## src/mem_pkg.sv

```systemverilog
// Shared sizes, funct3 access codes and memory exception causes
// Lane-word union and the memory exception record

`default_nettype none

package mem_pkg;

    // ==============================
    // Sizes
    // ==============================

    // Data and address width
    localparam int unsigned XLEN       = 32;
    // Byte lanes per word
    localparam int unsigned NUM_LANES  = 4;
    // Depth of each byte lane, 1 KiB in total
    localparam int unsigned DMEM_WORDS = 256;
    // Word index width
    localparam int unsigned DMEM_AW    = $clog2(DMEM_WORDS);

    typedef logic [XLEN-1:0] word_t;

    // ==============================
    // Load and store access codes
    // ==============================

    localparam logic [2:0] F3_B  = 3'b000;
    localparam logic [2:0] F3_H  = 3'b001;
    localparam logic [2:0] F3_W  = 3'b010;
    localparam logic [2:0] F3_BU = 3'b100;
    localparam logic [2:0] F3_HU = 3'b101;

    // Exception causes raised by the memory stage
    localparam logic [3:0] CAUSE_LOAD_MISALIGNED  = 4'd4;
    localparam logic [3:0] CAUSE_LOAD_FAULT       = 4'd5;
    localparam logic [3:0] CAUSE_STORE_MISALIGNED = 4'd6;
    localparam logic [3:0] CAUSE_STORE_FAULT      = 4'd7;

    // ==============================
    // Types
    // ==============================

    // One word seen as four bytes or as two halfwords
    // Index 0 is the least significant byte or halfword
    typedef union packed {
        logic [NUM_LANES-1:0][7:0] bytes;
        logic [1:0][15:0]          halves;
    } lane_word_u;

    // Memory exception record, tval holds the offending address
    typedef struct packed {
        logic       valid;
        logic [3:0] cause;
        word_t      pc;
        word_t      tval;
    } mem_exc_t;

endpackage

`default_nettype wire

```

## src/dmem_if.sv

```systemverilog
// Request bus from the memory stage to the byte lanes and the collector

`timescale 1ns/1ps
`default_nettype none

interface dmem_if
    import mem_pkg::*;
();

    // One-cycle request strobe, always accepted
    logic                 req_valid;
    // High for a store, low for a load
    logic                 req_write;
    // Byte address
    word_t                req_addr;
    // Per-lane write strobes
    logic [NUM_LANES-1:0] req_strb;
    // Store data already shifted into its lanes
    word_t                req_wdata;

    // Memory stage side
    modport req (
        output req_valid, req_write, req_addr, req_strb, req_wdata
    );

    // Lanes and collector side
    modport mem (
        input req_valid, req_write, req_addr, req_strb, req_wdata
    );

endinterface

`default_nettype wire

```

## src/dmem_lane.sv

```systemverilog
// One byte-wide synchronous data memory bank

`timescale 1ns/1ps
`default_nettype none

module dmem_lane
    import mem_pkg::*;
#(
    // Byte position of this bank within the word
    parameter int unsigned LANE = 0
) (
    input  logic       clk_i,
    dmem_if.mem        dmem,
    // Already gated by valid, write, strobe and range in the collector
    input  logic       lane_we_i,
    output logic [7:0] rdata_o
);

    logic [7:0]         mem_q [DMEM_WORDS];
    logic [DMEM_AW-1:0] word_idx;
    logic [7:0]         rdata_q;

    // Out-of-range addresses wrap here, the collector masks them
    assign word_idx = dmem.req_addr[DMEM_AW+1:2];

    always_ff @(posedge clk_i) begin
        if (lane_we_i) begin
            mem_q[word_idx] <= dmem.req_wdata[LANE*8 +: 8];
        end
        // Read on every request, old data on a write
        if (dmem.req_valid) begin
            rdata_q <= mem_q[word_idx];
        end
    end

    assign rdata_o = rdata_q;

    // The enable from the collector must match this lane's own strobe
    a_we_matches_strb: assert property (
        @(posedge clk_i)
        lane_we_i |-> dmem.req_valid && dmem.req_write && dmem.req_strb[LANE]
    ) else $error("lane write without a strobed write request");

endmodule

`default_nettype wire

```

## src/flat_wrapper.sv

```systemverilog
// flat-port wrapper written by rule: the top's interface ports become plain ports
module dmem_lane_flat import mem_pkg::*;
#(
                                                 
    parameter int unsigned LANE = 0
)
  (clk_i, lane_we_i, rdata_o, dmem_req_valid, dmem_req_write, dmem_req_addr, dmem_req_strb, dmem_req_wdata);
  dmem_if dmem_i ();
  input  logic clk_i;
  input  logic lane_we_i;
  output logic [7:0] rdata_o;
  input wire logic [$bits(dmem_i.req_valid)-1:0] dmem_req_valid;
  input wire logic [$bits(dmem_i.req_write)-1:0] dmem_req_write;
  input wire logic [$bits(dmem_i.req_addr)-1:0] dmem_req_addr;
  input wire logic [$bits(dmem_i.req_strb)-1:0] dmem_req_strb;
  input wire logic [$bits(dmem_i.req_wdata)-1:0] dmem_req_wdata;
  assign dmem_i.req_valid = dmem_req_valid;
  assign dmem_i.req_write = dmem_req_write;
  assign dmem_i.req_addr = dmem_req_addr;
  assign dmem_i.req_strb = dmem_req_strb;
  assign dmem_i.req_wdata = dmem_req_wdata;
  dmem_lane #(.LANE(LANE)) u_core (.clk_i(clk_i), .dmem(dmem_i), .lane_we_i(lane_we_i), .rdata_o(rdata_o));
endmodule
```

## config.mk

```make
export PLATFORM = sky130hd
export DESIGN_NAME = dmem_lane_flat
export DESIGN_NICKNAME = d
export VERILOG_FILES = /design/src/mem_pkg.sv /design/src/dmem_if.sv /design/src/dmem_lane.sv /design/src/flat_wrapper.sv
export SDC_FILE = /design/constraint.sdc
export NUM_CORES = 2
export LEC_CHECK = 0
export BUFFER_PORTS_ARGS = -buffer_cell sky130_fd_sc_hd__buf_2
export CAP_MARGIN = 20
export CORE_MARGIN = 1
export CORE_UTILIZATION = 33
export CTS_BUF_LIST = sky130_fd_sc_hd__clkbuf_8 sky130_fd_sc_hd__clkbuf_16
export CTS_CLUSTER_DIAMETER = 120
export CTS_CLUSTER_SIZE = 20
export DETAILED_ROUTE_END_ITERATION = 8
export PLACE_DENSITY_LB_ADDON = 0.2
export SYNTH_ARGS = -nofsm -noshare
export SYNTH_HDL_FRONTEND = slang
export SYNTH_SLANG_ARGS = --single-unit
```

## constraint.sdc

```tcl
create_clock -name clk_i -period 8.03 [get_ports clk_i]
set_clock_uncertainty 0.2 [all_clocks]
set_input_delay 0.4015 -clock clk_i [delete_from_list [all_inputs] [get_ports clk_i]]
set_output_delay 0.4015 -clock clk_i [all_outputs]
set_load 0.1 [all_outputs]
```

== Word level (Yosys, flattened, before mapping) ==
Memory sizes are Yosys's and may differ from the RTL's. A register that Yosys moved wholly into a read port is not among the register bits.
Index checks and enable logic that the tools add are counted.
Cells by class
  muxes and demuxes: 2
Operators by type and width (number)
  $mux W1: 2
Word-level totals
  register bits after elaboration: 0
  bits in writable memories: 2048
  input bits: 72
  output and inout bits: 8
  logic and storage cells: 3
  memories kept: 1
Memory list
  u_core.mem_q: words 256, bits a word 8, rd ports 1, clocked after Yosys merged registers in 1, write ports 1, line dmem_lane.sv:19  | logic [7:0] mem_q [DMEM_WORDS];

== Logic depth before layout (Yosys ltp) ==
  depth in word-level cells: 2
  depth in mapped cells: 10
  depth with buffers taken out: 5

== Worst setup path after synthesis ==
Ideal clock, no wire load.
  path kind: in2reg
  from: in dmem_req_addr[3]
  to: mem u_core.mem_q[106][0] (enable)
  library setup time: 0.370 ns
  data arrival time: 2.241 ns
  required time: 7.460 ns
  path slack: 5.219 ns
  stages on the path: 8
  buffers on the path: 5
  cells stage by stage: buf_2 -> clkbuf_1 -> buf_2 -> buf_2 -> nor2b_1 -> nand3_1 -> buf_2 -> nor2_1
RTL lines
  from (decl): line flat_wrapper.sv:14  | input wire logic [$bits(dmem_i.req_addr)-1:0] dmem_req_addr;
  to (decl): line dmem_lane.sv:19
Straight into the memory's write port.

==> reports/results.txt <==
Die area: 0.240 mm2
Slowest-stage cell, CP: buf_4
Vias in the first global route: 36,711
Clk_lat worst skew: 780 ps
Most numerous cell in the Yosys netlist: edfxtp_1
Max Freq: 0.243 GHz
Post-Synthesis Cells: 3,547
Multi-input logic area: 0.0159 mm2
Maximum clock insertion buffer count: 3
Die Wd: 490 um
Core ar.: 0.236 mm2
Critical Path Fanout Max: 77
Iteration-0 DRC Markers: 3,573
Vias per cell: 5.28
Slew Viols, Final: 0
Synth top area cells: edfxtp_1 79%, mux4_2 15%, a22oi_1 2.4%
Maximum vdd drop: 0.000169 V
Seq pwr share: 62.8%
RSZ-0062 raised after global routing: no
Number of synthesized flops with an enable pin: 2,056
Hold Vio Cnt, Final: 0
Clk pin slew, worst setup/hold paths: 90 ps
Synth Area per Inst: 22.1 um2
Flip-flop and latch area: 0.0617 mm2
Clock root buffer: clkbuf_16
Final wirelength: 198,000 um
Post-CTS sizing: 0
GPL Wtd Cong: 0.745
Worst Max-Slew Pin Slew: 1280 ps
Crit Path Category: in2reg
Min Tclk post-route: 4110 ps
Lkg Pwr: 0.0249 uW
Wire per inst: 29.4 um
Clk network pwr share: 31.9%
Top_reg_cell synth: edfxtp_1
Clock sinks: 2,056
Worst setup path start: dmem_req_addr[2]
First-pass GRT wire length: 280,000 um
Via count: 35,536
Critical path's top delay family: buffers and inverters
Seq/Total Area, Yosys: 78.6%
Final Net Count: 3,638
Fill cells: 21,399
GRT Util Overall: 16.2%
Max-slew headroom: 14.6%
Asr flop ratio synth: 0%
Worst Slack Setup Final: 3920 ps
Most frequent cells after synthesis: 2,056 x edfxtp_1, 512 x mux4_2, 256 x a22oi_1
Hold crit path type: in2reg
Pre-CTS setup slack: 3090 ps
Cell Rows: 178
Drt first pass iters: 5
Total power: 18,800 uW
# port buffers: 26
Sw Pwr: 4090 uW
Worst path max stage delay: 800 ps
Total CTS buffers: 114
Share of cells above drive strength 1: 22.1%
Part of the power in combinational logic: 5.4%
CP bufs+invs: 3
Synth cell types: 21
Cell area after synthesis: 0.0786 mm2
CP Data Required Time: 8320 ps
CP Cell Sequence: buf_8 -> buf_12 -> buf_4 -> mux4_2 -> a22oi_1 -> a21oi_1 -> o41ai_1 -> nand4_1
Post-layout util: 36.4%
DRT antenna net count: 0
Final Setup Violations: 0
Setup TNS: 0 ps
GR Overflow Total: 0
Initial core utilization: 33.3%
Status: completed
Die H: 490 um
Largest net degree at the start of global routing: 185
Remaining DRCs: 0
Critical R2R Launch: u_core.mem_q[91][7]
Yosys warns: 0
Internal power: 14,800 uW
I/O pin cnt: 80
Yosys top cell area share: 78.6%
Synth area leader: edfxtp_1
Hold path start: dmem_req_wdata[6]
Critical path startpoint category: primary input
Sw Ratio: 21.7%
CTS tree: built
PD cells: 220 mW/mm2
Worst setup EP type: flip-flop
Area Growth Syn to Fin: 9.22%
Period Utilization, post-route: 51.2%
DP Wirelength: 112,000 um
Critical path data arrival time: 4400 ps
H-tree depth: 3
Register bit total from synthesis: 2,056
Initial antenna violation count: 7
Synthesized Nets: 3,619
Max cap viols: 0
registers in the layout (all words and copies together), names as in the netlist:
name            flops
u_core.mem_q     2048
u_core.rdata_o      8
metal layers:
layer,GRT usage (%),share of wire (%)
met1,23.2,45
met2,26.2,49
met3,2.26,5.0
met4,3.61,1.8
met5,0,0.020
layout make-up:
type                            count  share of cell area, %
Sequential cell                  2056                   71.9
Tap cell                         3150                   4.59
Multi-Input combinational cell   1258                   18.5
Clock inverter                      8                  0.136
Antenna cell                        1                0.00292
Inverter                            1                0.00437
Timing Repair Buffer              135                   1.40
Clock buffer                      117                   3.41
metrics by stage:
step           hold WS [ps]  instance area (um2)  cells
6_report               10.0                85800   6726
5_1_grt                66.8                85800   6725
4_1_cts                67.8                85800   6723
3_5_place_dp            585                82700   6590
3_3_place_gp            584                82700   6589
2_1_floorplan           300                78600   3547
power groups by stage:
stage               clock network (uW)  logic [uW]  registers [uW]
floorplan                            0         525           12100
global placement                     0        1020           12100
detailed placement                   0        1040           12100
CTS                               6170        1040           11800
global route                      6500        1080           11800
finish                            6000        1010           11800
layout by cell type (no fill, tap or decap):
master,n
or3_1,1
mux4_2,512
or2_2,2
nand2_1,26
buf_6,2
clkbuf_16,117
clkinv_16,1
and2_1,2
edfxtp_1,2056
inv_16,2
nor2_1,231
nand3_2,4
nand2b_2,2
nand2b_1,4
nor2b_1,5
nor3_2,1
nor2_4,1
diode_2,1
nand3_1,9
buf_4,89
dlygate4sd3_1,8
buf_8,10
a21oi_1,128
and2_4,1
nor2b_4,2
o41ai_1,21
nor3_1,29
buf_2,16
a22oi_1,256
clkinv_8,1
nand2_2,2
inv_6,3
nand4_1,8
inv_1,2
buf_12,10
o41ai_2,11
what timing repair did:
action                                  CTS  global route
setup buffers                             0             0
hold endpoints to repair                319             0
hold buffers                              8             0
endpoints found under the setup margin    0             0
logic make-up after synthesis:
group	count (synthesis)	share of synthesized area [%]
DFF	2056	78.6
muxes	512	14.7
buffers and inverters	233	1.39
AOI/OAI and AO/OA	416	3.62
and+or+nand+nor	330	1.73
final timing paths:
check | endpoint | slack, ps | cells past startpoint
worst max-delay path | u_core.rdata_o[0] | 3920 | 8
worst min-delay path | u_core.mem_q[57][6] | 10 | 1
worst max register to register | u_core.rdata_o[7] | 4760 | 5
worst min register to register | u_core.rdata_o[4] | 890 | 5
Power figures use the tool's default switching activity.
