==> src/mem_pkg.sv <==
// Shared sizes, funct3 access codes and memory exception causes
// Lane-word union and the memory exception record

`default_nettype none

package mem_pkg;

    // ==============================
    // Sizes
    // ==============================

    // Data and address width
    localparam int unsigned XLEN       = 32;
    // Byte lanes per word
    localparam int unsigned NUM_LANES  = 4;
    // Depth of each byte lane, 1 KiB in total
    localparam int unsigned DMEM_WORDS = 256;
    // Word index width
    localparam int unsigned DMEM_AW    = $clog2(DMEM_WORDS);

    typedef logic [XLEN-1:0] word_t;

    // ==============================
    // Load and store access codes
    // ==============================

    localparam logic [2:0] F3_B  = 3'b000;
    localparam logic [2:0] F3_H  = 3'b001;
    localparam logic [2:0] F3_W  = 3'b010;
    localparam logic [2:0] F3_BU = 3'b100;
    localparam logic [2:0] F3_HU = 3'b101;

    // Exception causes raised by the memory stage
    localparam logic [3:0] CAUSE_LOAD_MISALIGNED  = 4'd4;
    localparam logic [3:0] CAUSE_LOAD_FAULT       = 4'd5;
    localparam logic [3:0] CAUSE_STORE_MISALIGNED = 4'd6;
    localparam logic [3:0] CAUSE_STORE_FAULT      = 4'd7;

    // ==============================
    // Types
    // ==============================

    // One word seen as four bytes or as two halfwords
    // Index 0 is the least significant byte or halfword
    typedef union packed {
        logic [NUM_LANES-1:0][7:0] bytes;
        logic [1:0][15:0]          halves;
    } lane_word_u;

    // Memory exception record, tval holds the offending address
    typedef struct packed {
        logic       valid;
        logic [3:0] cause;
        word_t      pc;
        word_t      tval;
    } mem_exc_t;

endpackage

`default_nettype wire

==> src/dmem_if.sv <==
// Request bus from the memory stage to the byte lanes and the collector

`timescale 1ns/1ps
`default_nettype none

interface dmem_if
    import mem_pkg::*;
();

    // One-cycle request strobe, always accepted
    logic                 req_valid;
    // High for a store, low for a load
    logic                 req_write;
    // Byte address
    word_t                req_addr;
    // Per-lane write strobes
    logic [NUM_LANES-1:0] req_strb;
    // Store data already shifted into its lanes
    word_t                req_wdata;

    // Memory stage side
    modport req (
        output req_valid, req_write, req_addr, req_strb, req_wdata
    );

    // Lanes and collector side
    modport mem (
        input req_valid, req_write, req_addr, req_strb, req_wdata
    );

endinterface

`default_nettype wire

==> src/dmem_rsp.sv <==
// Data memory response collector
// Range decode, per-lane write enables, word merge and access fault

`timescale 1ns/1ps
`default_nettype none

module dmem_rsp
    import mem_pkg::*;
(
    input  logic                      clk_i,
    input  logic                      rst_ni,
    dmem_if.mem                       dmem,
    input  logic [NUM_LANES-1:0][7:0] lane_rdata_i,
    output logic [NUM_LANES-1:0]      we_o,
    output logic                      rsp_valid_o,
    output logic                      rsp_error_o,
    output word_t                     rsp_data_o
);

    logic       in_range;
    logic       valid_q;
    logic       in_range_q;
    lane_word_u rsp_word;

    // Memory covers bytes 0 to 1023
    assign in_range = dmem.req_addr < word_t'(DMEM_WORDS * NUM_LANES);

    // Range is decoded here only, lanes just follow their enable
    assign we_o = dmem.req_strb & {NUM_LANES{dmem.req_valid & dmem.req_write & in_range}};

    // ==============================
    // Response cycle
    // ==============================

    always_ff @(posedge clk_i or negedge rst_ni) begin
        if (!rst_ni) begin
            valid_q    <= 1'b0;
            in_range_q <= 1'b0;
        end else begin
            valid_q    <= dmem.req_valid;
            in_range_q <= in_range;
        end
    end

    // Lane 0 is the least significant byte
    assign rsp_word.bytes = lane_rdata_i;

    assign rsp_valid_o = valid_q;
    assign rsp_error_o = valid_q & ~in_range_q;
    // Faulting reads return zero
    assign rsp_data_o  = in_range_q ? rsp_word : '0;

    // Every request is answered in the next cycle and nothing else is
    a_rsp_follows_req: assert property (
        @(posedge clk_i) disable iff (!rst_ni)
        rsp_valid_o == $past(dmem.req_valid)
    ) else $error("response valid not one cycle after request");

endmodule

`default_nettype wire

==> src/flat_wrapper.sv <==
// flat-port wrapper written by rule: the top's interface ports become plain ports
module dmem_rsp_flat import mem_pkg::*;
  (clk_i, rst_ni, lane_rdata_i, we_o, rsp_valid_o, rsp_error_o, rsp_data_o, dmem_req_valid, dmem_req_write, dmem_req_addr, dmem_req_strb, dmem_req_wdata);
  dmem_if dmem_i ();
  input  logic clk_i;
  input  logic rst_ni;
  input  logic [NUM_LANES-1:0][7:0] lane_rdata_i;
  output logic [NUM_LANES-1:0] we_o;
  output logic rsp_valid_o;
  output logic rsp_error_o;
  output word_t rsp_data_o;
  input wire logic [$bits(dmem_i.req_valid)-1:0] dmem_req_valid;
  input wire logic [$bits(dmem_i.req_write)-1:0] dmem_req_write;
  input wire logic [$bits(dmem_i.req_addr)-1:0] dmem_req_addr;
  input wire logic [$bits(dmem_i.req_strb)-1:0] dmem_req_strb;
  input wire logic [$bits(dmem_i.req_wdata)-1:0] dmem_req_wdata;
  assign dmem_i.req_valid = dmem_req_valid;
  assign dmem_i.req_write = dmem_req_write;
  assign dmem_i.req_addr = dmem_req_addr;
  assign dmem_i.req_strb = dmem_req_strb;
  assign dmem_i.req_wdata = dmem_req_wdata;
  dmem_rsp u_core (.clk_i(clk_i), .rst_ni(rst_ni), .dmem(dmem_i), .lane_rdata_i(lane_rdata_i), .we_o(we_o), .rsp_valid_o(rsp_valid_o), .rsp_error_o(rsp_error_o), .rsp_data_o(rsp_data_o));
endmodule
==> config.mk <==
export PLATFORM = sky130hd
export DESIGN_NAME = dmem_rsp_flat
export DESIGN_NICKNAME = d
export VERILOG_FILES = /design/src/mem_pkg.sv /design/src/dmem_if.sv /design/src/dmem_rsp.sv /design/src/flat_wrapper.sv
export SDC_FILE = /design/constraint.sdc
export NUM_CORES = 1
export LEC_CHECK = 0
export BUFFER_PORTS_ARGS = -buffer_cell sky130_fd_sc_hd__buf_2
export CAP_MARGIN = 20
export CORE_AREA = 2 2 55 57
export CTS_CLUSTER_DIAMETER = 80
export DETAILED_ROUTE_END_ITERATION = 8
export DIE_AREA = 0 0 57 59
export PLACE_DENSITY = 0.69
export SLEW_MARGIN = 10
export SYNTH_ARGS = -nofsm -noshare
export SYNTH_HDL_FRONTEND = slang
export SYNTH_SLANG_ARGS = --single-unit
==> constraint.sdc <==
create_clock -name clk_i -period 1.7 [get_ports clk_i]
set_input_delay 0.17 -clock clk_i [delete_from_list [all_inputs] [get_ports clk_i]]
set_output_delay 0.17 -clock clk_i [all_outputs]
set_load 0.01 [all_outputs]
[Word-level counts from Yosys, hierarchy flattened]
Index checks and enable logic that the tools add are counted.
Storage, ports and cells
  input bits: 104
  output and inout bits: 38
  register bits: 2
  logic and storage cells: 9
Cells by class
  mux-type cells: 1
  magnitude comparators: 1
  bitwise gates (word level): 5
Operators by type and width (count)
  32-bit by 11-bit < comparator with 1-bit output (second input constant): 1
  32-bit two-way mux: 1
  4-bit bitwise AND: 1
  1-bit bitwise AND: 3
  1-bit inverter: 1

[Logic depth before layout (Yosys ltp)]
Gate-level depths: netlist of the first run.
  word-level depth: 3
  depth in mapped cells: 3
  mapped depth without buffers: 3

[Worst setup path before layout of the first run]
Ideal clock, no wire load.
  path type: input to output
  start: input dmem_req_addr[19]
  end: output we_o[0]
  path buffers: 0
  setup slack: 0.576 ns
  data arrival time: 0.954 ns
  cell stages on the path: 3
  data required time: 1.530 ns
  path through: nor4_1 -> nand4_1 -> nor3_1
On the way
  word-level cells in the longest chain between the ends: 3
Ends and longest elaborated chain
  from (decl): RTL line flat_wrapper.sv:14  | input wire logic [$bits(dmem_i.req_addr)-1:0] dmem_req_addr;
  32-bit by 11-bit < comparator with 1-bit output: RTL line dmem_rsp.sv:26  | assign in_range = dmem.req_addr < word_t'(DMEM_WORDS * NUM_LANES);
  1-bit bitwise AND: RTL line dmem_rsp.sv:29  | assign we_o = dmem.req_strb & {NUM_LANES{dmem.req_valid & dmem.req_write & in_range}};
  4-bit bitwise AND: RTL line dmem_rsp.sv:29
  to (decl): RTL line flat_wrapper.sv:8  | output logic [NUM_LANES-1:0] we_o;
No other way between the ends.

[Final worst setup path of the first run]
  start: register u_core.in_range_q
  end: output rsp_data_o[31]
On the way
  word-level cells in the longest chain between the ends: 1
Ends and longest elaborated chain
  from (decl): RTL line dmem_rsp.sv:22  | logic in_range_q;
  from (signal assigned): RTL line dmem_rsp.sv:41  | in_range_q <= in_range;
  32-bit two-way mux: RTL line dmem_rsp.sv:51  | assign rsp_data_o = in_range_q ? rsp_word : '0;
  to (decl): RTL line flat_wrapper.sv:11  | output word_t rsp_data_o;
No other way between the ends.

==> results.py, run 1 <==
metrics = {
    "timing": {
        "slew_violations": 0,
        "fin_crit_ps": 1460,
        "fin_crit_sh_pct": 85.89,
        "final.setup.tns_ps": 0,
        "whs_ps": 114.5,
        "setup_viol": 0,
        "max_slew.worst_pin.slew_ps": 618.0,
        "rsz0062_at_grt": "no",
        "fmaxAchievable_ghz": 0.6849,
        "hold_violations": 0,
        "slew_headroom_pct": 58.80,
    },
    "synthesis": {
        "synth_area_leaders": "and2_1 (56%), dfrtp_1 (14%), nor4_1 (8.8%), nand3_1 (5.6%), nor3_1 (5.6%)",
        "ys_warn_count": 0,
        "synthCells": 55,
        "synth_nets": 159,
        "netlist.area_leader.share_pct": 56.14,
        "ys_types": 10,
        "synth.yosys.seq_area_share_pct": 14.04,
        "synth_area_um2": 356.6,
        "syn_avg_cell_area_um2": 6.483,
        "yosys_register_bits": 2,
        "synth_area_leader_cell": "and2_1",
    },
    "layout": {
        "drive_above_1_share_pct": 65.81,
        "n_antenna_cell": 0,
        "nNetsFinal": 261,
        "finalNonFillerCells": 186,
        "areaGrowthSynthToFinish_pct": 155.8,
        "ff_latch_area_um2": 50.05,
        "multi_input_area_um2": 295.3,
        "utilization_pct": 33.66,
        "n_fill_cell": 298,
    },
    "clock_network": {
        "cts_tree": "done",
        "cts.path.max_buffers": 2,
        "h-tree-depth": 1,
        "clock-root-buffer": "clkbuf_4",
        "clk_pin_slew_worst_paths_ps": 30,
        "cts.sinks": 2,
        "cts_made_buffers": 3,
    },
    "power_and_ir_drop": {
        "leakagePower_nw": 0.6015,
        "total_power_w": 0.0002307,
        "power_density_mw_per_mm2": 253.0,
        "peakVddDrop_mv": 0.1203,
    },
    "floorplanning": {
        "rows": 19,
        "core_area_mm2": 0.002710,
        "die_w_um": 57,
        "dieArea_mm2": 0.003363,
        "die_y_um": 59,
        "start_util_pct": 13.16,
        "io_pins": 142,
    },
    "grt": {
        "grt_max_degree": 34,
        "grt_usage_pct": 8.482,
        "grt_first_pass_wirelength_um": 2194,
        "antenna_found_initial": 0,
        "grt-ovfl-total": 0,
        "grt_pass1_vias": 571,
    },
    "critical_path": {
        "critPathMaxStageDelay_ps": 720,
        "path_max_fanout": 33,
        "endpoint_kind": "output pin",
        "worstSetupStartpoint": "u_core.in_range_q$_DFF_PN0_",
        "cp-start-kind": "flip-flop",
        "path_cells": "and2_1 -> buf_2",
        "critPathTopFamily": "flip-flops",
        "critPathRequiredTime_ps": 1530,
        "critPathBufInv": 1,
        "slowest_stage": "dfrtp_1",
        "setup.worst_path.class": "reg2out",
        "worstPathArrival_ps": 1290,
    },
    "place": {
        "placedCellCount": 182,
        "gp_congestion": 0.6959,
        "placement.io_buffers": 99,
    },
    "worst_hold_path": {
        "min-delay-start": "dmem_req_valid",
        "min_path_type": "in2reg",
        "whs_path_depth": 1,
        "min_to": "u_core.rsp_valid_o$_DFF_PN0_",
    },
    "status": {
        "status": "finished, final reports clean",
    },
    "drt": {
        "postRouteAntennaNets": 0,
        "avgViaCountPerCell": 3.962,
        "first_iter_violations": 21,
        "firstDrtPassIters": 2,
        "wl_per_cell_um": 8.833,
        "num_vias": 737,
        "totalWireLength_um": 1643,
        "drc": 0,
    },
    "flow_run": {
        "drv_cap": 0,
    },
}
power breakdown:
part / internal, W / switching, W
registers: 0.0000492 / 0.000000547
clock network: 0.0000778 / 0.0000257
logic: 0.0000545 / 0.0000229
total: 0.000182 / 0.0000492
cell type report:
class / instances / share of cell area (%)
repair buffers: 100 / 55.42
flip-flops and latches: 2 / 5.487
clock buffers: 3 / 2.469
multi-input cells: 50 / 32.37
well taps: 31 / 4.252
metal layers:
layer	share of wire [%]	track usage, %	vias to the layer above
met3	17	1.310	2
met1	31	7.333	286
li1	-	-	382
met5	0	0	-
met4	1.2	6.977	0
met2	50	16.91	67
repair_timing:
item / in CTS / in global routing
hold buffers: 1 / 0
endpoints found under the hold margin: 2 / 0
resized for setup: 0 / 0
setup buffers: 0 / 0
cell usage in the layout (no fill, tap or decap):
master	count
dlygate4sd3_1	1
nor3_1	4
and2_1	32
nand2_1	1
dfrtp_1	2
nand4_1	1
clkbuf_4	3
nand3_1	4
buf_2	99
nor4_1	5
nor2_1	2
nor2b_1	1
metrics by stage:
stage                     setup WS [ps]  area (um^2)
final                             239.9        912.1
after global routing              29.47        912.1
after CTS                         174.2        912.1
after detailed placement          251.4        879.6
after global placement            271.2        879.6
after floorplan                   576.2        356.6
how the worst max path moves through the flow:
stage | to | slack [ps] | cells past startpoint
after floorplan | we_o[0] | 580 | 3
after CTS | rsp_data_o[31] | 170 | 2
after global routing | we_o[2] | 30 | 5
after global placement | we_o[2] | 270 | 5
after detailed placement | we_o[2] | 250 | 5
final | rsp_data_o[31] | 240 | 2
cells in the mapped netlist:
cell and instances:
nand3_1 4, dfrtp_1 2, nor2b_1 1, nor2_1 2, clkbuf_1 3, and2_1 32
nor3_1 4, nor4_1 5, nand4_1 1, nand2_1 1
logic make-up (layout without fill, tap and decap cells):
kind of cell	Yosys count	count (layout)	synth area share, %
AND/OR/NAND/NOR	50	50	82.81
buffers and inverters	3	103	3.158
flip-flops	2	2	14.04
state kept, by name (all words and copies together), names as in the netlist:
| signal | count |
|---|---|
| u_core.in_range_q | 1 |
| u_core.rsp_valid_o | 1 |
Power figures use the tool's default switching activity.
==> run 2: changes to the inputs <==
--- a/config.mk
+++ b/config.mk
@@ -12,6 +12,7 @@
 export DETAILED_ROUTE_END_ITERATION = 8
 export DIE_AREA = 0 0 57 59
 export PLACE_DENSITY = 0.69
+export REMOVE_ABC_BUFFERS = 1
 export SLEW_MARGIN = 10
 export SYNTH_ARGS = -nofsm -noshare
 export SYNTH_HDL_FRONTEND = slang
==> run 2 against run 1 <==
Compared with the run above:
- non-clock buffer count stayed put
- cell count stayed put
- combinational power about the same
- via count is 0.95% higher
- sequential cell count stayed put
- fmax decreased by 4.8%
- sequential share of layout area is the same
- worst setup slack got worse by 73 ps
- critical path depth is the same
- wire length rose by 19%
- clock-buffer cell count stayed put
==> results.py, run 2 (synthesized netlist as in run 1, its figures left out) <==
metrics = {
    "drt": {
        "drc": 0,
        "first_iter_violations": 28,
        "postRouteAntennaNets": 0,
        "num_vias": 744,
        "avgViaCountPerCell": 4.000,
        "totalWireLength_um": 1957,
        "firstDrtPassIters": 2,
        "wl_per_cell_um": 10.52,
    },
    "clock_network": {
        "cts.path.max_buffers": 2,
        "h-tree-depth": 1,
        "cts_made_buffers": 3,
        "cts_tree": "done",
        "post_cts_buffers": 0,
        "cts.sinks": 2,
        "clk_pin_slew_worst_paths_ps": 30,
        "clock-root-buffer": "clkbuf_4",
        "cts_resized": 0,
        "cts_hold_buf": 1,
    },
    "power_and_ir_drop": {
        "leakagePower_nw": 0.6015,
        "switching_share_pct": 21.80,
        "pwr-share-comb_pct": 33.4,
        "seqPwrFrac_pct": 21.4,
        "intPower_w": 0.0001817,
        "power_density_mw_per_mm2": 254.7,
        "clock_power_share_pct": 45.3,
        "switching_power_w": 0.00005066,
        "peakVddDrop_mv": 0.1625,
    },
    "floorplanning": {
        "die_w_um": 57,
        "start_util_pct": 13.16,
        "core_area_mm2": 0.002710,
        "io_pins": 142,
        "die_y_um": 59,
        "rows": 19,
        "dieArea_mm2": 0.003363,
    },
    "place": {
        "place_area_um2": 879.6,
        "placedCellCount": 182,
        "placement.io_buffers": 99,
        "gp_congestion": 0.7313,
        "place_hpwl_um": 1713,
    },
    "critical_path": {
        "path_cells": "and2_1 -> buf_2",
        "cp-start-kind": "flip-flop",
        "worstPathArrival_ps": 1360,
        "setup.worst_path.class": "reg2out",
        "path_max_fanout": 33,
        "critPathMaxStageDelay_ps": 770,
        "critPathRequiredTime_ps": 1530,
        "worstSetupStartpoint": "u_core.in_range_q$_DFF_PN0_",
        "endpoint_kind": "output pin",
        "slowest_stage": "dfrtp_1",
    },
    "flow_run": {
        "drv_cap": 0,
    },
    "grt": {
        "use_met3_pct": 5.022,
        "grt-ovfl-total": 0,
        "grt_max_degree": 34,
        "busiest_layer": "met2",
        "antenna_found_initial": 0,
        "grt_pass1_vias": 634,
        "grt_first_pass_wirelength_um": 2649,
        "grt_usage_pct": 10.44,
        "use_met1_pct": 8.898,
        "grt_util_met2_pct": 21.67,
    },
    "layout": {
        "finalNonFillerCells": 186,
        "nNetsFinal": 261,
        "final_cell_mix": "buf_2 (99), and2_1 (32), nor4_1 (5)",
        "areaGrowthSynthToFinish_pct": 155.8,
        "drive_above_1_share_pct": 65.81,
        "fin_area_um2": 912.1,
        "n_antenna_cell": 0,
        "layout_commonest_cell": "buf_2",
    },
    "worst_hold_path": {
        "min-delay-start": "dmem_req_valid",
        "min_path_type": "in2reg",
    },
    "timing": {
        "hold_violations": 0,
        "setup_viol": 0,
        "max_slew.worst_pin.slew_ps": 680.0,
        "rsz0062_at_grt": "no",
        "slew_violations": 0,
        "final.setup.tns_ps": 0,
        "slew_headroom_pct": 54.66,
        "fmaxAchievable_ghz": 0.6523,
        "fin_crit_ps": 1533,
        "fin_crit_sh_pct": 90.18,
    },
    "status": {
        "status": "finished, final reports clean",
    },
}
run 2: cell counts in the layout (fill, tap and decap cells not counted):
Identical to the previous run, type by type.
run 2: worst max-delay path, delay by kind of cell (launching register included):
| kind | cells | cell delay, ps |
|---|---|---|
| buffers and inverters | 1 | 140 |
| and+or+nand+nor | 1 | 230 |
| DFF | 1 | 770 |
run 2: worst paths after layout:
check,to,cells past startpoint
min,u_core.rsp_valid_o$_DFF_PN0_,1
min in group asynchronous,u_core.rsp_valid_o$_DFF_PN0_,2
max,rsp_data_o[5],2
max in group asynchronous,u_core.in_range_q$_DFF_PN0_,2
run 2: layer usage:
layer | part of all wire, % | vias up | wire, um
li1 | - | 384 | -
met1 | 32 | 293 | 625
met2 | 51 | 67 | 1001
met3 | 17 | 0 | 330
met4 | 0 | 0 | 0
met5 | 0 | - | 0
run 2: through the flow:
step | util, % | power, W | hold WS, ps | setup slack (ps)
floorplan | - | 0.00005723 | -125.6 | 576.2
detailed placement | 32.46 | 0.0001269 | -42.04 | 340.8
CTS | 33.66 | 0.0002397 | 115.0 | 145.6
finish | 33.66 | 0.0002323 | 120.0 | 166.9
global route | 33.66 | 0.0002544 | 111.6 | 43.38
global placement | 32.46 | 0.0001251 | -45.18 | 323.3
run 2: power groups by stage:
stage | clock (W) | combinational, W | sequential [W]
final | 0.000105 | 0.0000775 | 0.0000497
after global routing | 0.000118 | 0.0000862 | 0.0000497
after CTS | 0.000111 | 0.0000786 | 0.0000498
after detailed placement | 0 | 0.0000766 | 0.0000503
after global placement | 0 | 0.0000749 | 0.0000501
after floorplan | 0 | 0.00000640 | 0.0000508
run 2: area by class of cell:
| cell class | count | area [um^2] |
|---|---|---|
| Fill cell | 289 | 1798 |
| Clock buffer | 3 | 22.52 |
| Tap cell | 31 | 38.79 |
| Timing Repair Buffer | 100 | 505.5 |
| Sequential cell | 2 | 50.05 |
| Multi-Input combinational cell | 50 | 295.3 |
==> run 3: changes to the inputs <==
==> constraint.sdc (replaced) <==
create_clock -name clk_i -period 1.6 [get_ports clk_i]
set_input_delay 0.16 -clock clk_i [delete_from_list [all_inputs] [get_ports clk_i]]
set_output_delay 0.16 -clock clk_i [all_outputs]
set_load 0.01 [all_outputs]
==> run 3 against run 2 <==
Compared with the run above:
- cell count stayed put
- design area is 0.14% higher
- sequential power is 6.2% higher
- first-iteration DRC count stayed put
- die area stayed put
- clock-buffer cell count stayed put
- non-clock buffer count stayed put
- largest cell class unchanged
- highest routed layer unchanged
==> results.py, run 3 (synthesized netlist as in run 1, its figures left out) <==
metrics = {
    "timing": {
        "hold_violations": 0,
        "final.setup.tns_ps": 0,
        "slew_violations": 0,
        "fmaxAchievable_ghz": 0.7541,
        "rsz0062_at_grt": "no",
        "slew_headroom_pct": 74.96,
        "layout_setup_ws_ps": 273.9,
        "max_slew.worst_pin.slew_ps": 375.6,
        "fin_crit_ps": 1326,
        "setup_viol": 0,
        "whs_ps": 110.0,
        "fin_crit_sh_pct": 82.88,
    },
    "floorplanning": {
        "core_area_mm2": 0.002710,
        "dieArea_mm2": 0.003363,
        "die_w_um": 57,
        "io_pins": 142,
        "rows": 19,
        "start_util_pct": 13.16,
        "die_y_um": 59,
    },
    "drt": {
        "num_vias": 744,
        "postRouteAntennaNets": 0,
        "avgViaCountPerCell": 4.000,
        "wl_per_cell_um": 10.52,
        "first_iter_violations": 28,
        "drc": 0,
        "firstDrtPassIters": 2,
        "totalWireLength_um": 1957,
    },
    "flow_run": {
        "drv_cap": 0,
    },
    "grt": {
        "busiest_layer": "met2",
        "grt_first_pass_wirelength_um": 2649,
        "grt_max_degree": 34,
        "use_met1_pct": 8.898,
        "grt_pass1_vias": 634,
        "use_met3_pct": 5.022,
        "grt_util_met2_pct": 21.67,
        "grt_usage_pct": 10.44,
        "antenna_found_initial": 0,
        "grt-ovfl-total": 0,
    },
    "critical_path": {
        "worstPathArrival_ps": 1170,
        "setup.worst_path.class": "in2out",
        "path_max_fanout": 5,
        "cp-start-kind": "input pin",
        "endpoint_kind": "output pin",
        "critPathRequiredTime_ps": 1440,
    },
    "clock_network": {
        "cts.path.max_buffers": 2,
        "clock-root-buffer": "clkbuf_4",
        "cts.sinks": 2,
        "h-tree-depth": 1,
        "clk_pin_slew_worst_paths_ps": 30,
        "cts_made_buffers": 3,
        "post_cts_buffers": 0,
        "cts_tree": "done",
    },
    "place": {
        "gp_congestion": 0.7313,
        "placement.io_buffers": 99,
        "pre_cts_slack_ps": 260.8,
        "place_hpwl_um": 1713,
    },
    "layout": {
        "layout_commonest_cell": "buf_2",
        "n_fill_cell": 290,
        "nNetsFinal": 261,
        "drive_above_1_share_pct": 66.45,
        "final_cell_mix": "buf_2 (99), and2_1 (32), nor4_1 (5)",
        "n_antenna_cell": 0,
        "areaGrowthSynthToFinish_pct": 156.1,
    },
    "power_and_ir_drop": {
        "power_density_mw_per_mm2": 270.2,
        "peakVddDrop_mv": 0.1726,
        "total_power_w": 0.0002468,
        "leakagePower_nw": 0.5999,
    },
    "worst_hold_path": {
        "min_path_type": "in2reg",
    },
    "status": {
        "status": "finished, final reports clean",
    },
}
[run 3: cell types whose count changed in the layout (fill, tap and decap cells not counted)]
| cell | before | now |
|---|---|---|
| dfrtp_1 | 2 | 1 |
| dfrtp_2 | 0 | 1 |
[run 3: area by class of cell]
cell class | count | area (um^2) | area share (%)
repair buffers | 100 | 505.5 | 55.34
multi-input cells | 50 | 295.3 | 32.33
flip-flops and latches | 2 | 51.30 | 5.616
well taps | 31 | 38.79 | 4.247
clock buffers | 3 | 22.52 | 2.466
[run 3: per-stage QoR]
step / utilization, % / cell area (um^2) / cells
final: 33.70 / 913.4 / 186
after global routing: 33.70 / 913.4 / 186
after CTS: 33.66 / 912.1 / 186
after detailed placement: 32.46 / 879.6 / 182
after global placement: 32.46 / 879.6 / 182
after floorplan: - / 345.3 / 52
[run 3: worst paths after layout]
kind / start / cells past startpoint / to / slack (ps)
worst max-delay path: dmem_req_addr[19] / 5 / we_o[0] / 270
worst min-delay path: dmem_req_valid / 1 / u_core.rsp_valid_o$_DFF_PN0_ / 110
max in group asynchronous: rst_ni / 2 / u_core.in_range_q$_DFF_PN0_ / 1240
min in group asynchronous: rst_ni / 2 / u_core.rsp_valid_o$_DFF_PN0_ / 250
[run 3: where the power goes]
group / leakage, nW / switching [W] / internal, W
Sequential: 0.0240 / 0.000000547 / 0.0000522
Combinational: 0.562 / 0.0000244 / 0.0000580
Clock: 0.0138 / 0.0000289 / 0.0000828
[run 3: worst max-delay path, cell delays in order]
cell,delay [ps]
buf_2,90
nor4_1,290
nand4_1,230
nor3_1,220
buf_2,160
[run 3: what timing repair did]
item                                    in CTS  in global routing
endpoints found under the setup margin       0                 32
gates resized for setup                      0                  1
endpoints found under the hold margin        2                  0
hold buffers                                 1                  0
[run 3: routing by layer]
layer / share of wire, % / routed length [um]
met1: 32 / 625
met2: 51 / 1001
met3: 17 / 330
met4: 0 / 0
met5: 0 / 0
