===== src/mem_pkg.sv =====
// Shared sizes, funct3 access codes and memory exception causes
// Lane-word union and the memory exception record

`default_nettype none

package mem_pkg;

    // ==============================
    // Sizes
    // ==============================

    // Data and address width
    localparam int unsigned XLEN       = 32;
    // Byte lanes per word
    localparam int unsigned NUM_LANES  = 4;
    // Depth of each byte lane, 1 KiB in total
    localparam int unsigned DMEM_WORDS = 256;
    // Word index width
    localparam int unsigned DMEM_AW    = $clog2(DMEM_WORDS);

    typedef logic [XLEN-1:0] word_t;

    // ==============================
    // Load and store access codes
    // ==============================

    localparam logic [2:0] F3_B  = 3'b000;
    localparam logic [2:0] F3_H  = 3'b001;
    localparam logic [2:0] F3_W  = 3'b010;
    localparam logic [2:0] F3_BU = 3'b100;
    localparam logic [2:0] F3_HU = 3'b101;

    // Exception causes raised by the memory stage
    localparam logic [3:0] CAUSE_LOAD_MISALIGNED  = 4'd4;
    localparam logic [3:0] CAUSE_LOAD_FAULT       = 4'd5;
    localparam logic [3:0] CAUSE_STORE_MISALIGNED = 4'd6;
    localparam logic [3:0] CAUSE_STORE_FAULT      = 4'd7;

    // ==============================
    // Types
    // ==============================

    // One word seen as four bytes or as two halfwords
    // Index 0 is the least significant byte or halfword
    typedef union packed {
        logic [NUM_LANES-1:0][7:0] bytes;
        logic [1:0][15:0]          halves;
    } lane_word_u;

    // Memory exception record, tval holds the offending address
    typedef struct packed {
        logic       valid;
        logic [3:0] cause;
        word_t      pc;
        word_t      tval;
    } mem_exc_t;

endpackage

`default_nettype wire


===== src/dmem_if.sv =====
// Request bus from the memory stage to the byte lanes and the collector

`timescale 1ns/1ps
`default_nettype none

interface dmem_if
    import mem_pkg::*;
();

    // One-cycle request strobe, always accepted
    logic                 req_valid;
    // High for a store, low for a load
    logic                 req_write;
    // Byte address
    word_t                req_addr;
    // Per-lane write strobes
    logic [NUM_LANES-1:0] req_strb;
    // Store data already shifted into its lanes
    word_t                req_wdata;

    // Memory stage side
    modport req (
        output req_valid, req_write, req_addr, req_strb, req_wdata
    );

    // Lanes and collector side
    modport mem (
        input req_valid, req_write, req_addr, req_strb, req_wdata
    );

endinterface

`default_nettype wire


===== src/mem_stage.sv =====
// Memory stage of the RV32 pipeline
// Store alignment, misalignment check, request control, load extraction
// Exception record and the MEM/WB register

`timescale 1ns/1ps
`default_nettype none

module mem_stage
    import mem_pkg::*;
(
    input  logic       clk_i,
    input  logic       rst_ni,
    input  logic       stall_w_i,
    input  logic       flush_m_i,

    // EX/MEM entry
    input  word_t      ex_alu_result_i,
    input  word_t      ex_store_data_i,
    input  word_t      ex_pc_i,
    input  logic [2:0] ex_funct3_i,
    input  logic       ex_mem_read_i,
    input  logic       ex_mem_write_i,
    input  logic       ex_reg_write_i,
    input  logic [4:0] ex_rd_addr_i,

    // Data memory request and response
    dmem_if.req        dmem,
    input  logic       rsp_valid_i,
    input  logic       rsp_error_i,
    input  word_t      rsp_data_i,

    // Execute side must hold its entry while this is high
    output logic       busy_o,

    // MEM/WB outputs
    output word_t      wb_data_o,
    output logic [4:0] wb_rd_addr_o,
    output logic       wb_reg_write_o,
    output mem_exc_t   exc_o
);

    logic [1:0]           addr_lsb;
    logic                 misaligned;
    logic                 load_misal;
    logic                 store_misal;
    logic                 need_mem;
    logic                 mem_done;
    logic                 wb_fire;
    logic [NUM_LANES-1:0] store_strb;

    // Request in flight, response due this cycle
    logic                 waiting_q;
    // Response captured during a stall, not yet latched
    logic                 have_rsp_q;
    word_t                rsp_data_q;
    logic                 rsp_err_q;

    lane_word_u           rd_word;
    logic                 rd_err;
    word_t                load_data;
    word_t                wb_data_d;
    mem_exc_t             exc_d;

    // MEM/WB register
    word_t                wb_data_q;
    logic [4:0]           wb_rd_q;
    logic                 wb_we_q;
    logic                 exc_valid_q;
    logic [3:0]           exc_cause_q;
    word_t                exc_pc_q;
    word_t                exc_tval_q;

    assign addr_lsb = ex_alu_result_i[1:0];

    // ==============================
    // Alignment and store lanes
    // ==============================

    // Halfwords need an even address, words a multiple of four
    always_comb begin
        case (ex_funct3_i)
            F3_H, F3_HU: misaligned = addr_lsb[0];
            F3_W:        misaligned = |addr_lsb;
            default:     misaligned = 1'b0;
        endcase
    end

    assign load_misal  = ex_mem_read_i & misaligned;
    assign store_misal = ex_mem_write_i & misaligned;

    // Misaligned entries never reach memory
    assign need_mem = (ex_mem_read_i | ex_mem_write_i) & ~misaligned;

    // Strobes follow the access size, shifted to the addressed lane
    always_comb begin
        case (ex_funct3_i)
            F3_B:    store_strb = 4'b0001 << addr_lsb;
            F3_H:    store_strb = 4'b0011 << addr_lsb;
            F3_W:    store_strb = 4'b1111;
            default: store_strb = 4'b0000;
        endcase
    end

    // ==============================
    // Request control
    // ==============================

    // One request per entry, even if the entry is held for several cycles
    assign dmem.req_valid = need_mem & ~waiting_q & ~have_rsp_q;
    assign dmem.req_write = ex_mem_write_i;
    assign dmem.req_addr  = ex_alu_result_i;
    assign dmem.req_strb  = store_strb;
    assign dmem.req_wdata = ex_store_data_i << {addr_lsb, 3'b000};

    // Response either arriving now or parked from a stalled cycle
    assign mem_done = rsp_valid_i | have_rsp_q;

    // Memory entries stay busy until MEM/WB has taken them
    assign busy_o = need_mem & ~(mem_done & ~stall_w_i);

    // MEM/WB takes a real entry
    assign wb_fire = ~stall_w_i & ~flush_m_i & (~need_mem | mem_done);

    always_ff @(posedge clk_i or negedge rst_ni) begin
        if (!rst_ni) begin
            waiting_q  <= 1'b0;
            have_rsp_q <= 1'b0;
        end else begin
            // The memory always answers one cycle later
            waiting_q <= dmem.req_valid;
            if (rsp_valid_i && stall_w_i) begin
                have_rsp_q <= 1'b1;
            end else if (!stall_w_i) begin
                have_rsp_q <= 1'b0;
            end
        end
    end

    // Parked response payload
    always_ff @(posedge clk_i) begin
        if (rsp_valid_i) begin
            rsp_data_q <= rsp_data_i;
            rsp_err_q  <= rsp_error_i;
        end
    end

    // ==============================
    // Load extraction
    // ==============================

    assign rd_word = have_rsp_q ? rsp_data_q : rsp_data_i;
    assign rd_err  = have_rsp_q ? rsp_err_q : rsp_error_i;

    // Byte picked by both address bits, halfword by bit 1
    always_comb begin
        case (ex_funct3_i)
            F3_B:    load_data = {{24{rd_word.bytes[addr_lsb][7]}}, rd_word.bytes[addr_lsb]};
            F3_H:    load_data = {{16{rd_word.halves[addr_lsb[1]][15]}},
                                  rd_word.halves[addr_lsb[1]]};
            F3_BU:   load_data = {24'b0, rd_word.bytes[addr_lsb]};
            F3_HU:   load_data = {16'b0, rd_word.halves[addr_lsb[1]]};
            default: load_data = rd_word;
        endcase
    end

    assign wb_data_d = ex_mem_read_i ? load_data : ex_alu_result_i;

    // Misalignment wins over an access fault
    always_comb begin
        exc_d = '0;
        if (load_misal) begin
            exc_d.valid = 1'b1;
            exc_d.cause = CAUSE_LOAD_MISALIGNED;
        end else if (store_misal) begin
            exc_d.valid = 1'b1;
            exc_d.cause = CAUSE_STORE_MISALIGNED;
        end else if (need_mem && rd_err) begin
            exc_d.valid = 1'b1;
            exc_d.cause = ex_mem_write_i ? CAUSE_STORE_FAULT : CAUSE_LOAD_FAULT;
        end
        if (exc_d.valid) begin
            exc_d.pc   = ex_pc_i;
            exc_d.tval = ex_alu_result_i;
        end
    end

    // ==============================
    // MEM/WB register
    // ==============================

    // Flush and the wait cycle of a memory entry both load a bubble
    always_ff @(posedge clk_i or negedge rst_ni) begin
        if (!rst_ni) begin
            wb_we_q     <= 1'b0;
            exc_valid_q <= 1'b0;
        end else if (!stall_w_i) begin
            wb_we_q     <= wb_fire & ex_reg_write_i;
            exc_valid_q <= wb_fire & exc_d.valid;
        end
    end

    always_ff @(posedge clk_i) begin
        if (wb_fire) begin
            wb_data_q   <= wb_data_d;
            wb_rd_q     <= ex_rd_addr_i;
            exc_cause_q <= exc_d.cause;
            exc_pc_q    <= exc_d.pc;
            exc_tval_q  <= exc_d.tval;
        end
    end

    assign wb_data_o      = wb_data_q;
    assign wb_rd_addr_o   = wb_rd_q;
    assign wb_reg_write_o = wb_we_q;
    assign exc_o          = '{valid: exc_valid_q, cause: exc_cause_q,
                              pc: exc_pc_q, tval: exc_tval_q};

    // A request is answered in the next cycle, with no new request beside it
    a_one_req_per_wait: assert property (
        @(posedge clk_i) disable iff (!rst_ni)
        dmem.req_valid |=> rsp_valid_i && !dmem.req_valid
    ) else $error("request not answered, or strobed while a response was owed");

    // Misaligned entries neither reach memory nor stall the pipeline
    a_no_misaligned_req: assert property (
        @(posedge clk_i) disable iff (!rst_ni)
        (load_misal || store_misal) |-> !dmem.req_valid && !busy_o
    ) else $error("request or busy raised for a misaligned entry");

endmodule

`default_nettype wire


===== src/flat_wrapper.sv =====
// flat-port wrapper written by rule: the top's interface ports become plain ports
module mem_stage_flat import mem_pkg::*;
  (clk_i, rst_ni, stall_w_i, flush_m_i, ex_alu_result_i, ex_store_data_i, ex_pc_i, ex_funct3_i, ex_mem_read_i, ex_mem_write_i, ex_reg_write_i, ex_rd_addr_i, rsp_valid_i, rsp_error_i, rsp_data_i, busy_o, wb_data_o, wb_rd_addr_o, wb_reg_write_o, exc_o, dmem_req_valid, dmem_req_write, dmem_req_addr, dmem_req_strb, dmem_req_wdata);
  dmem_if dmem_i ();
  input  logic clk_i;
  input  logic rst_ni;
  input  logic stall_w_i;
  input  logic flush_m_i;
  input  word_t ex_alu_result_i;
  input  word_t ex_store_data_i;
  input  word_t ex_pc_i;
  input  logic [2:0] ex_funct3_i;
  input  logic ex_mem_read_i;
  input  logic ex_mem_write_i;
  input  logic ex_reg_write_i;
  input  logic [4:0] ex_rd_addr_i;
  input  logic rsp_valid_i;
  input  logic rsp_error_i;
  input  word_t rsp_data_i;
  output logic busy_o;
  output word_t wb_data_o;
  output logic [4:0] wb_rd_addr_o;
  output logic wb_reg_write_o;
  output mem_exc_t exc_o;
  output wire logic [$bits(dmem_i.req_valid)-1:0] dmem_req_valid;
  output wire logic [$bits(dmem_i.req_write)-1:0] dmem_req_write;
  output wire logic [$bits(dmem_i.req_addr)-1:0] dmem_req_addr;
  output wire logic [$bits(dmem_i.req_strb)-1:0] dmem_req_strb;
  output wire logic [$bits(dmem_i.req_wdata)-1:0] dmem_req_wdata;
  assign dmem_req_valid = dmem_i.req_valid;
  assign dmem_req_write = dmem_i.req_write;
  assign dmem_req_addr = dmem_i.req_addr;
  assign dmem_req_strb = dmem_i.req_strb;
  assign dmem_req_wdata = dmem_i.req_wdata;
  mem_stage u_core (.clk_i(clk_i), .rst_ni(rst_ni), .stall_w_i(stall_w_i), .flush_m_i(flush_m_i), .ex_alu_result_i(ex_alu_result_i), .ex_store_data_i(ex_store_data_i), .ex_pc_i(ex_pc_i), .ex_funct3_i(ex_funct3_i), .ex_mem_read_i(ex_mem_read_i), .ex_mem_write_i(ex_mem_write_i), .ex_reg_write_i(ex_reg_write_i), .ex_rd_addr_i(ex_rd_addr_i), .dmem(dmem_i), .rsp_valid_i(rsp_valid_i), .rsp_error_i(rsp_error_i), .rsp_data_i(rsp_data_i), .busy_o(busy_o), .wb_data_o(wb_data_o), .wb_rd_addr_o(wb_rd_addr_o), .wb_reg_write_o(wb_reg_write_o), .exc_o(exc_o));
endmodule

===== config.mk =====
export PLATFORM = sky130hd
export DESIGN_NAME = mem_stage_flat
export DESIGN_NICKNAME = d
export VERILOG_FILES = /design/src/mem_pkg.sv /design/src/dmem_if.sv /design/src/mem_stage.sv /design/src/flat_wrapper.sv
export SDC_FILE = /design/constraint.sdc
export NUM_CORES = 1
export LEC_CHECK = 0
export BUFFER_PORTS_ARGS = -buffer_cell sky130_fd_sc_hd__buf_2
export CAP_MARGIN = 5
export CORE_ASPECT_RATIO = 0.7
export CORE_MARGIN = 3
export CORE_UTILIZATION = 24
export DETAILED_ROUTE_END_ITERATION = 7
export PLACE_DENSITY = 0.46
export SLEW_MARGIN = 20
export SYNTH_ARGS = -nofsm -noshare
export SYNTH_HDL_FRONTEND = slang
export SYNTH_SLANG_ARGS = --single-unit

===== constraint.sdc =====
create_clock -name clk_i -period 6.15 [get_ports clk_i]
set_input_delay 1.23 -clock clk_i [delete_from_list [all_inputs] [get_ports clk_i]]
set_output_delay 1.23 -clock clk_i [all_outputs]
set_load 0.005 [all_outputs]

After elaboration in Yosys (flattened, before gate mapping)
Index checks and enable logic that the tools add are counted.
Word-level totals
  bits in registers: 142
  bits in latches: 0
  bits in writable memories: 0
  ROM bits: 0
  bits of input ports: 145
  output and inout port bits: 178
  memories: 0
Cells by class
  add/sub/neg operators: 0
  multiply operators: 0
  div/mod/pow operators: 0
  order comparisons: 2
  eq/ne operators: 5
  shifts and indexed selects: 3
  multiplexer cells: 16
  bitwise operators: 22
  reduce and logical (&&, ||, !) cells: 7
Operator list (number)
  32-bit one-hot mux with 4 select lines: 1
  32-bit two-way mux: 2
  16-bit two-way mux: 2
  32-bit by 5-bit << shifter with 32-bit output: 1
  8-bit binary-select mux with 2-bit select: 1
  5-bit two-way mux: 3
  4-bit one-hot mux with 3 select lines: 1
  1-bit bitwise AND: 11
  8-bit two-way mux: 1
  1-bit NOT: 8
  3-bit equality test (second input constant): 2
  2-bit OR reduction: 3
  1-bit by 2-bit << shifter with 4-bit output (first input constant): 1
  2-bit by 2-bit << shifter with 4-bit output (first input constant): 1
  3-bit by 1-bit equality test with 1-bit output (second input constant): 1
  3-bit by 2-bit equality test with 1-bit output (second input constant): 1
  3-bit zero test: 1
  2-bit by 3-bit less-than comparator with 1-bit output (second input constant): 1
  1-bit two-way mux: 3
  1-bit OR: 3
  3-bit OR reduction: 1
  1-bit logical AND: 2
  1-bit by 2-bit less-than comparator with 1-bit output (second input constant): 1
  2-bit two-way mux: 1
  other kinds (2): 2

Depth between registers and ports, before layout
  word-level depth: 10
  mapped depth: 7
  depth with buffers taken out: 4

Worst setup path after synthesis
Ideal clock, no wire load.
  path kind: in2reg
  start: in ex_funct3_i[0]
  end: reg u_core.exc_cause_q[0], enable pin
  setup time: 475 ps
  data arrival time: 4732 ps
  required time: 5675 ps
  slack: 943 ps
  stages: 5
  buffers on the path: 1
  cell sequence: clkbuf_1 > nand2b_1 > o311ai_0 > nand2b_1 > and2_1
On the way
  longest elaborated chain between the ends: 8
  elaborated cells on any way between the ends: 10
  those cells by class: eq/ne: 3; mux: 1; bitwise: 5; reduce/logical: 1
RTL lines
  start: declaration: line flat_wrapper.sv:12  | input logic [2:0] ex_funct3_i;
  3-bit by 1-bit equality test with 1-bit output / 3-bit equality test (equally long branches): line mem_stage.sv:81  | case (ex_funct3_i)
  2-bit OR reduction: line mem_stage.sv:81
  1-bit one-hot mux with 2 select lines (*): line mem_stage.sv:81
  1-bit NOT (*): line mem_stage.sv:92  | assign need_mem = (ex_mem_read_i | ex_mem_write_i) & ~misaligned;
  1-bit bitwise AND (*): line mem_stage.sv:92
  1-bit NOT (*): line mem_stage.sv:122  | assign wb_fire = ~stall_w_i & ~flush_m_i & (~need_mem | mem_done);
  1-bit OR (*): line mem_stage.sv:122
  1-bit bitwise AND (*): line mem_stage.sv:122
  net u_core.wb_fire: line mem_stage.sv:48  | logic wb_fire;
  end signal: assignment: line mem_stage.sv:206  | exc_cause_q <= exc_d.cause;
  end: declaration: line mem_stage.sv:69  | logic [3:0] exc_cause_q;
The timed path passes the listed nets; every way through them passes the cells marked *.
A chain may end at the register's enable or synchronous reset.

Worst setup path after layout
  start: in ex_alu_result_i[0]
  end: out dmem_req_valid
On the way
  longest elaborated chain between the ends: 6
RTL lines
  start: declaration: line flat_wrapper.sv:9  | input word_t ex_alu_result_i;
  2-bit OR reduction: line mem_stage.sv:83  | F3_W: misaligned = |addr_lsb;
  1-bit one-hot mux with 2 select lines (*): line mem_stage.sv:81
  1-bit NOT (*): line mem_stage.sv:92
  1-bit bitwise AND (*): line mem_stage.sv:92
  1-bit bitwise AND (*) (2 in a row): line mem_stage.sv:109  | assign dmem.req_valid = need_mem & ~waiting_q & ~have_rsp_q;
  end: declaration: line flat_wrapper.sv:25  | output wire logic [$bits(dmem_i.req_valid)-1:0] dmem_req_valid;
Mark *: on every way between the ends. The rest lies on a longest branch, timed or not.

==> metrics.txt <==
# TYPE chip_impl_metric gauge
chip_impl_metric{name="place_hpwl",unit="mm"} 18.25
chip_impl_metric{name="max-cap-violations",unit=""} 0
chip_impl_metric{name="post_cts.repair.setup_buffers",unit=""} 0
chip_impl_metric{name="die_width",unit="um"} 208.4
chip_impl_metric{name="grt_start_max_net_pins",unit=""} 67
chip_impl_metric{name="postRouteAntennaNets",unit=""} 0
chip_impl_metric{name="fmax",unit="MHz"} 229.7
chip_impl_metric{name="port_buffers",unit=""} 321
chip_impl_info{name="synth_top_flop_cell",value="edfxtp_1"} 1
chip_impl_metric{name="dr.first_iter.drc_count",unit=""} 307
chip_impl_info{name="holdCritPathClass",value="reg2reg"} 1
chip_impl_metric{name="final.setup.tns",unit="ns"} 0
chip_impl_metric{name="power.static_leakage",unit="uW"} 0.004000
chip_impl_info{name="post-synth-top-area-cell",value="edfxtp_1"} 1
chip_impl_metric{name="area.sequential",unit="um^2"} 4215
chip_impl_metric{name="distinct_cell_type_count_of_the_synthesized_netlist",unit=""} 42
chip_impl_metric{name="remaining_drc_errors",unit=""} 0
chip_impl_metric{name="hold_viol",unit=""} 0
chip_impl_metric{name="worst-path-max-fanout",unit=""} 46
chip_impl_info{name="critical_path.cell_chain",value="buf_2, buf_4, nor2_1, o311ai_0, nor3_1, buf_2"} 1
chip_impl_metric{name="share_of_synthesized_registers_carrying_an_async_set_or_reset",unit=""} 0.02837
chip_impl_metric{name="number_of_instances_in_the_synthesized_netlist",unit=""} 562
chip_impl_metric{name="power_per_cell_area",unit="nW/um^2"} 284.9
chip_impl_metric{name="post_cts.resized_instances",unit=""} 0
chip_impl_metric{name="flow.area_growth_from_synthesis",unit="%"} 33.86
chip_impl_metric{name="route.final.wire_length",unit="mm"} 24.19
chip_impl_metric{name="avgRoutedWirePerCell",unit="um"} 19.93
chip_impl_metric{name="ys.warnings.count",unit=""} 0
chip_impl_metric{name="grt_pass1_wl",unit="mm"} 35.07
chip_impl_info{name="critical-path-top-cell-by-count",value="buf_2"} 1
chip_impl_metric{name="place_inst",unit=""} 1182
chip_impl_metric{name="routabilityCongestion",unit=""} 0.8180
chip_impl_metric{name="post-route-min-period",unit="ns"} 4.353
chip_impl_info{name="netlist_top_cells_count",value="edfxtp_1, and3_1, nor2_1"} 1
chip_impl_info{name="rsz_0062_raised_after_global_routing",value="false"} 1
chip_impl_info{name="post-synth-top-count-cell",value="edfxtp_1"} 1
chip_impl_metric{name="finalNetCount",unit=""} 975
chip_impl_metric{name="antenna_found_initial",unit=""} 2
chip_impl_metric{name="cts_buffers",unit=""} 17
chip_impl_metric{name="syn_area",unit="um^2"} 6880
chip_impl_metric{name="timing.final.crit_share",unit=""} 0.7079
chip_impl_metric{name="number_of_ports_placed_on_the_die_boundary",unit=""} 323
chip_impl_info{name="setup.worst_path.end_class",value="output pin"} 1
chip_impl_metric{name="final.hold.worst_slack",unit="ns"} 0.4124
chip_impl_metric{name="skew",unit="ns"} 0.008702
chip_impl_info{name="clock-root-buffer",value="clkbuf_16"} 1
chip_impl_metric{name="pins_over_slew_limit",unit=""} 0
chip_impl_metric{name="die-area",unit="um^2"} 30770
chip_impl_metric{name="synth-seq-cells",unit=""} 141
chip_impl_metric{name="clock_tree.buffer_depth",unit=""} 2
chip_impl_info{name="cts_tree",value="yes"} 1
chip_impl_info{name="synthTopCellsByArea",value="edfxtp_1, and3_1, mux2i_1"} 1
chip_impl_info{name="startpoint_type_of_the_worst_setup_path",value="input port"} 1
chip_impl_metric{name="arrival",unit="ns"} 3.12
chip_impl_metric{name="synth_top_area_share",unit=""} 0.5979
chip_impl_metric{name="layout.filler_cells",unit=""} 2917
chip_impl_metric{name="vias_per_cell",unit=""} 4.621
chip_impl_metric{name="vias",unit=""} 5610
chip_impl_metric{name="grt_usage",unit=""} 0.1539
chip_impl_metric{name="worst_setup_hold_path_clk_slew",unit="ns"} 0.06
chip_impl_info{name="path_class",value="in2out"} 1
chip_impl_metric{name="floorplan.initialDensity",unit=""} 0.2456
chip_impl_metric{name="max_slew.worst_pin.slew",unit="ns"} 0.9282
chip_impl_metric{name="power.ir.vdd_worst",unit="mV"} 0.1433
chip_impl_metric{name="core_box_area",unit="um^2"} 28010
chip_impl_info{name="critical-path-slowest-cell",value="nor2_1"} 1
chip_impl_metric{name="share_of_final_layout_standard_cells_stronger_than_drive_strength_1",unit=""} 0.4603
chip_impl_metric{name="worst_skew_pair.late_latency",unit="ns"} 0.42
chip_impl_metric{name="synth_sequential_area_ratio",unit=""} 0.6125
chip_impl_metric{name="number_of_global_route_vias_before_repair",unit=""} 5590
chip_impl_metric{name="drt-pass1-iter-count",unit=""} 5
chip_impl_metric{name="post_cts_hold_buffer_count",unit=""} 0
chip_impl_metric{name="timing.slew.headroom",unit=""} 0.3792
chip_impl_metric{name="slowest_delay",unit="ns"} 0.71
chip_impl_info{name="outcome",value="completed"} 1
chip_impl_metric{name="die_h",unit="um"} 147.7
chip_impl_metric{name="antennaDiodeCount",unit=""} 0
chip_impl_metric{name="syn-mean-instance-area",unit="um^2"} 12.24
chip_impl_metric{name="finalSetupViolCount",unit=""} 0
chip_impl_metric{name="row_count",unit=""} 51
chip_impl_metric{name="clock_sink_count",unit=""} 141
chip_impl_metric{name="max_h_tree_level",unit=""} 4
chip_impl_metric{name="synthesis.nets",unit=""} 707
chip_impl_metric{name="critical_path_required",unit="ns"} 4.92
chip_impl_metric{name="multi_input_area",unit="um^2"} 2228
chip_impl_metric{name="finish.cell_count_without_fillers",unit=""} 1214
chip_impl_metric{name="synth_enable_flop_cells",unit=""} 137
chip_impl_metric{name="globalRoute.totalOverflow",unit=""} 0
[final timing paths]
path / from / end / slack, ns / cells after the start
worst min-delay path: u_core.waiting_q / u_core.waiting_q / 0.41 / 1
min in group asynchronous: rst_ni / u_core.waiting_q / 0.61 / 1
max in group asynchronous: rst_ni / u_core.have_rsp_q / 5.40 / 1
worst max-delay path: ex_alu_result_i[0] / dmem_req_valid / 1.80 / 6
worst min register to register: u_core.waiting_q / u_core.waiting_q / 0.41 / 1
worst max register to register: u_core.have_rsp_q / u_core.wb_data_o[26] / 2.92 / 5
[critical path, delay by kind of cell]
family	cells	cell delay [ns]
buffers and inverters	3	0.53
AOI/OAI and AO/OA	1	0.37
and+or+nand+nor	2	0.99
[layout by cell type (no fill, tap or decap), types with 3 or more instances in the layout]
master,n
a211oi_1,9
a21oi_1,33
a22o_1,5
a311o_1,5
a31oi_1,9
and2_1,9
and3_1,67
buf_2,321
buf_4,6
bufinv_16,4
clkbuf_16,17
clkinv_1,4
clkinvlp_4,3
dfrtp_1,3
edfxtp_1,137
mux2_2,18
mux2i_1,33
nand2_1,38
nand2b_1,8
nor2_1,44
nor2b_1,11
nor3_1,3
o21ai_0,13
o21ba_2,5
o22a_1,5
o22ai_1,3
[logic make-up after synthesis]
kind of cell	share of synthesized area
buffers and inverters	0.06656
AO/OA/AOI/OAI	0.09874
multiplexers	0.08401
flip-flops	0.6125
other	0.0005450
AND/OR/NAND/NOR	0.1377
[sequential cells by signal, indices dropped and copies added (netlist names), 3 cells and up]
register,cells
u_core.exc_cause_q,3
u_core.exc_pc_q,32
u_core.exc_tval_q,32
u_core.rsp_data_q,32
u_core.wb_data_o,32
u_core.wb_rd_addr_o,5
[cell type report]
cell class | instances | share of cell area
repair buffers | 328 | 0.1815
clock buffers | 17 | 0.04619
clock inverters | 15 | 0.02106
multi-input cells | 339 | 0.2420
inverters | 3 | 0.001223
flip-flops and latches | 141 | 0.4577
well taps | 371 | 0.05040
[stage by stage]
stage          instance area [um^2]  power [uW]  setup slack (ns)    util
2_1_floorplan                  6880        1367            0.9427       -
3_3_place_gp                   8591        1550             1.741  0.3067
3_5_place_dp                   8591        1552             1.725  0.3067
4_1_cts                        9210        2666             1.737  0.3288
5_1_grt                        9210        2740             1.551  0.3288
6_report                       9210        2624             1.797  0.3288
[where the power goes]
group / total [uW] / switching (uW) / internal [uW]
Sequential: 1150 / 16.7 / 1130
Combinational: 376 / 215 / 161
Clock: 1100 / 423 / 678
[metal layers]
layer / share of wire / track usage
met1: 0.42 / 0.1906
met4: 0.0077 / 0.03469
met2: 0.49 / 0.2639
met3: 0.083 / 0.04922
met5: 0.00087 / 0
Note: power is estimated with default switching activity, not from simulation.
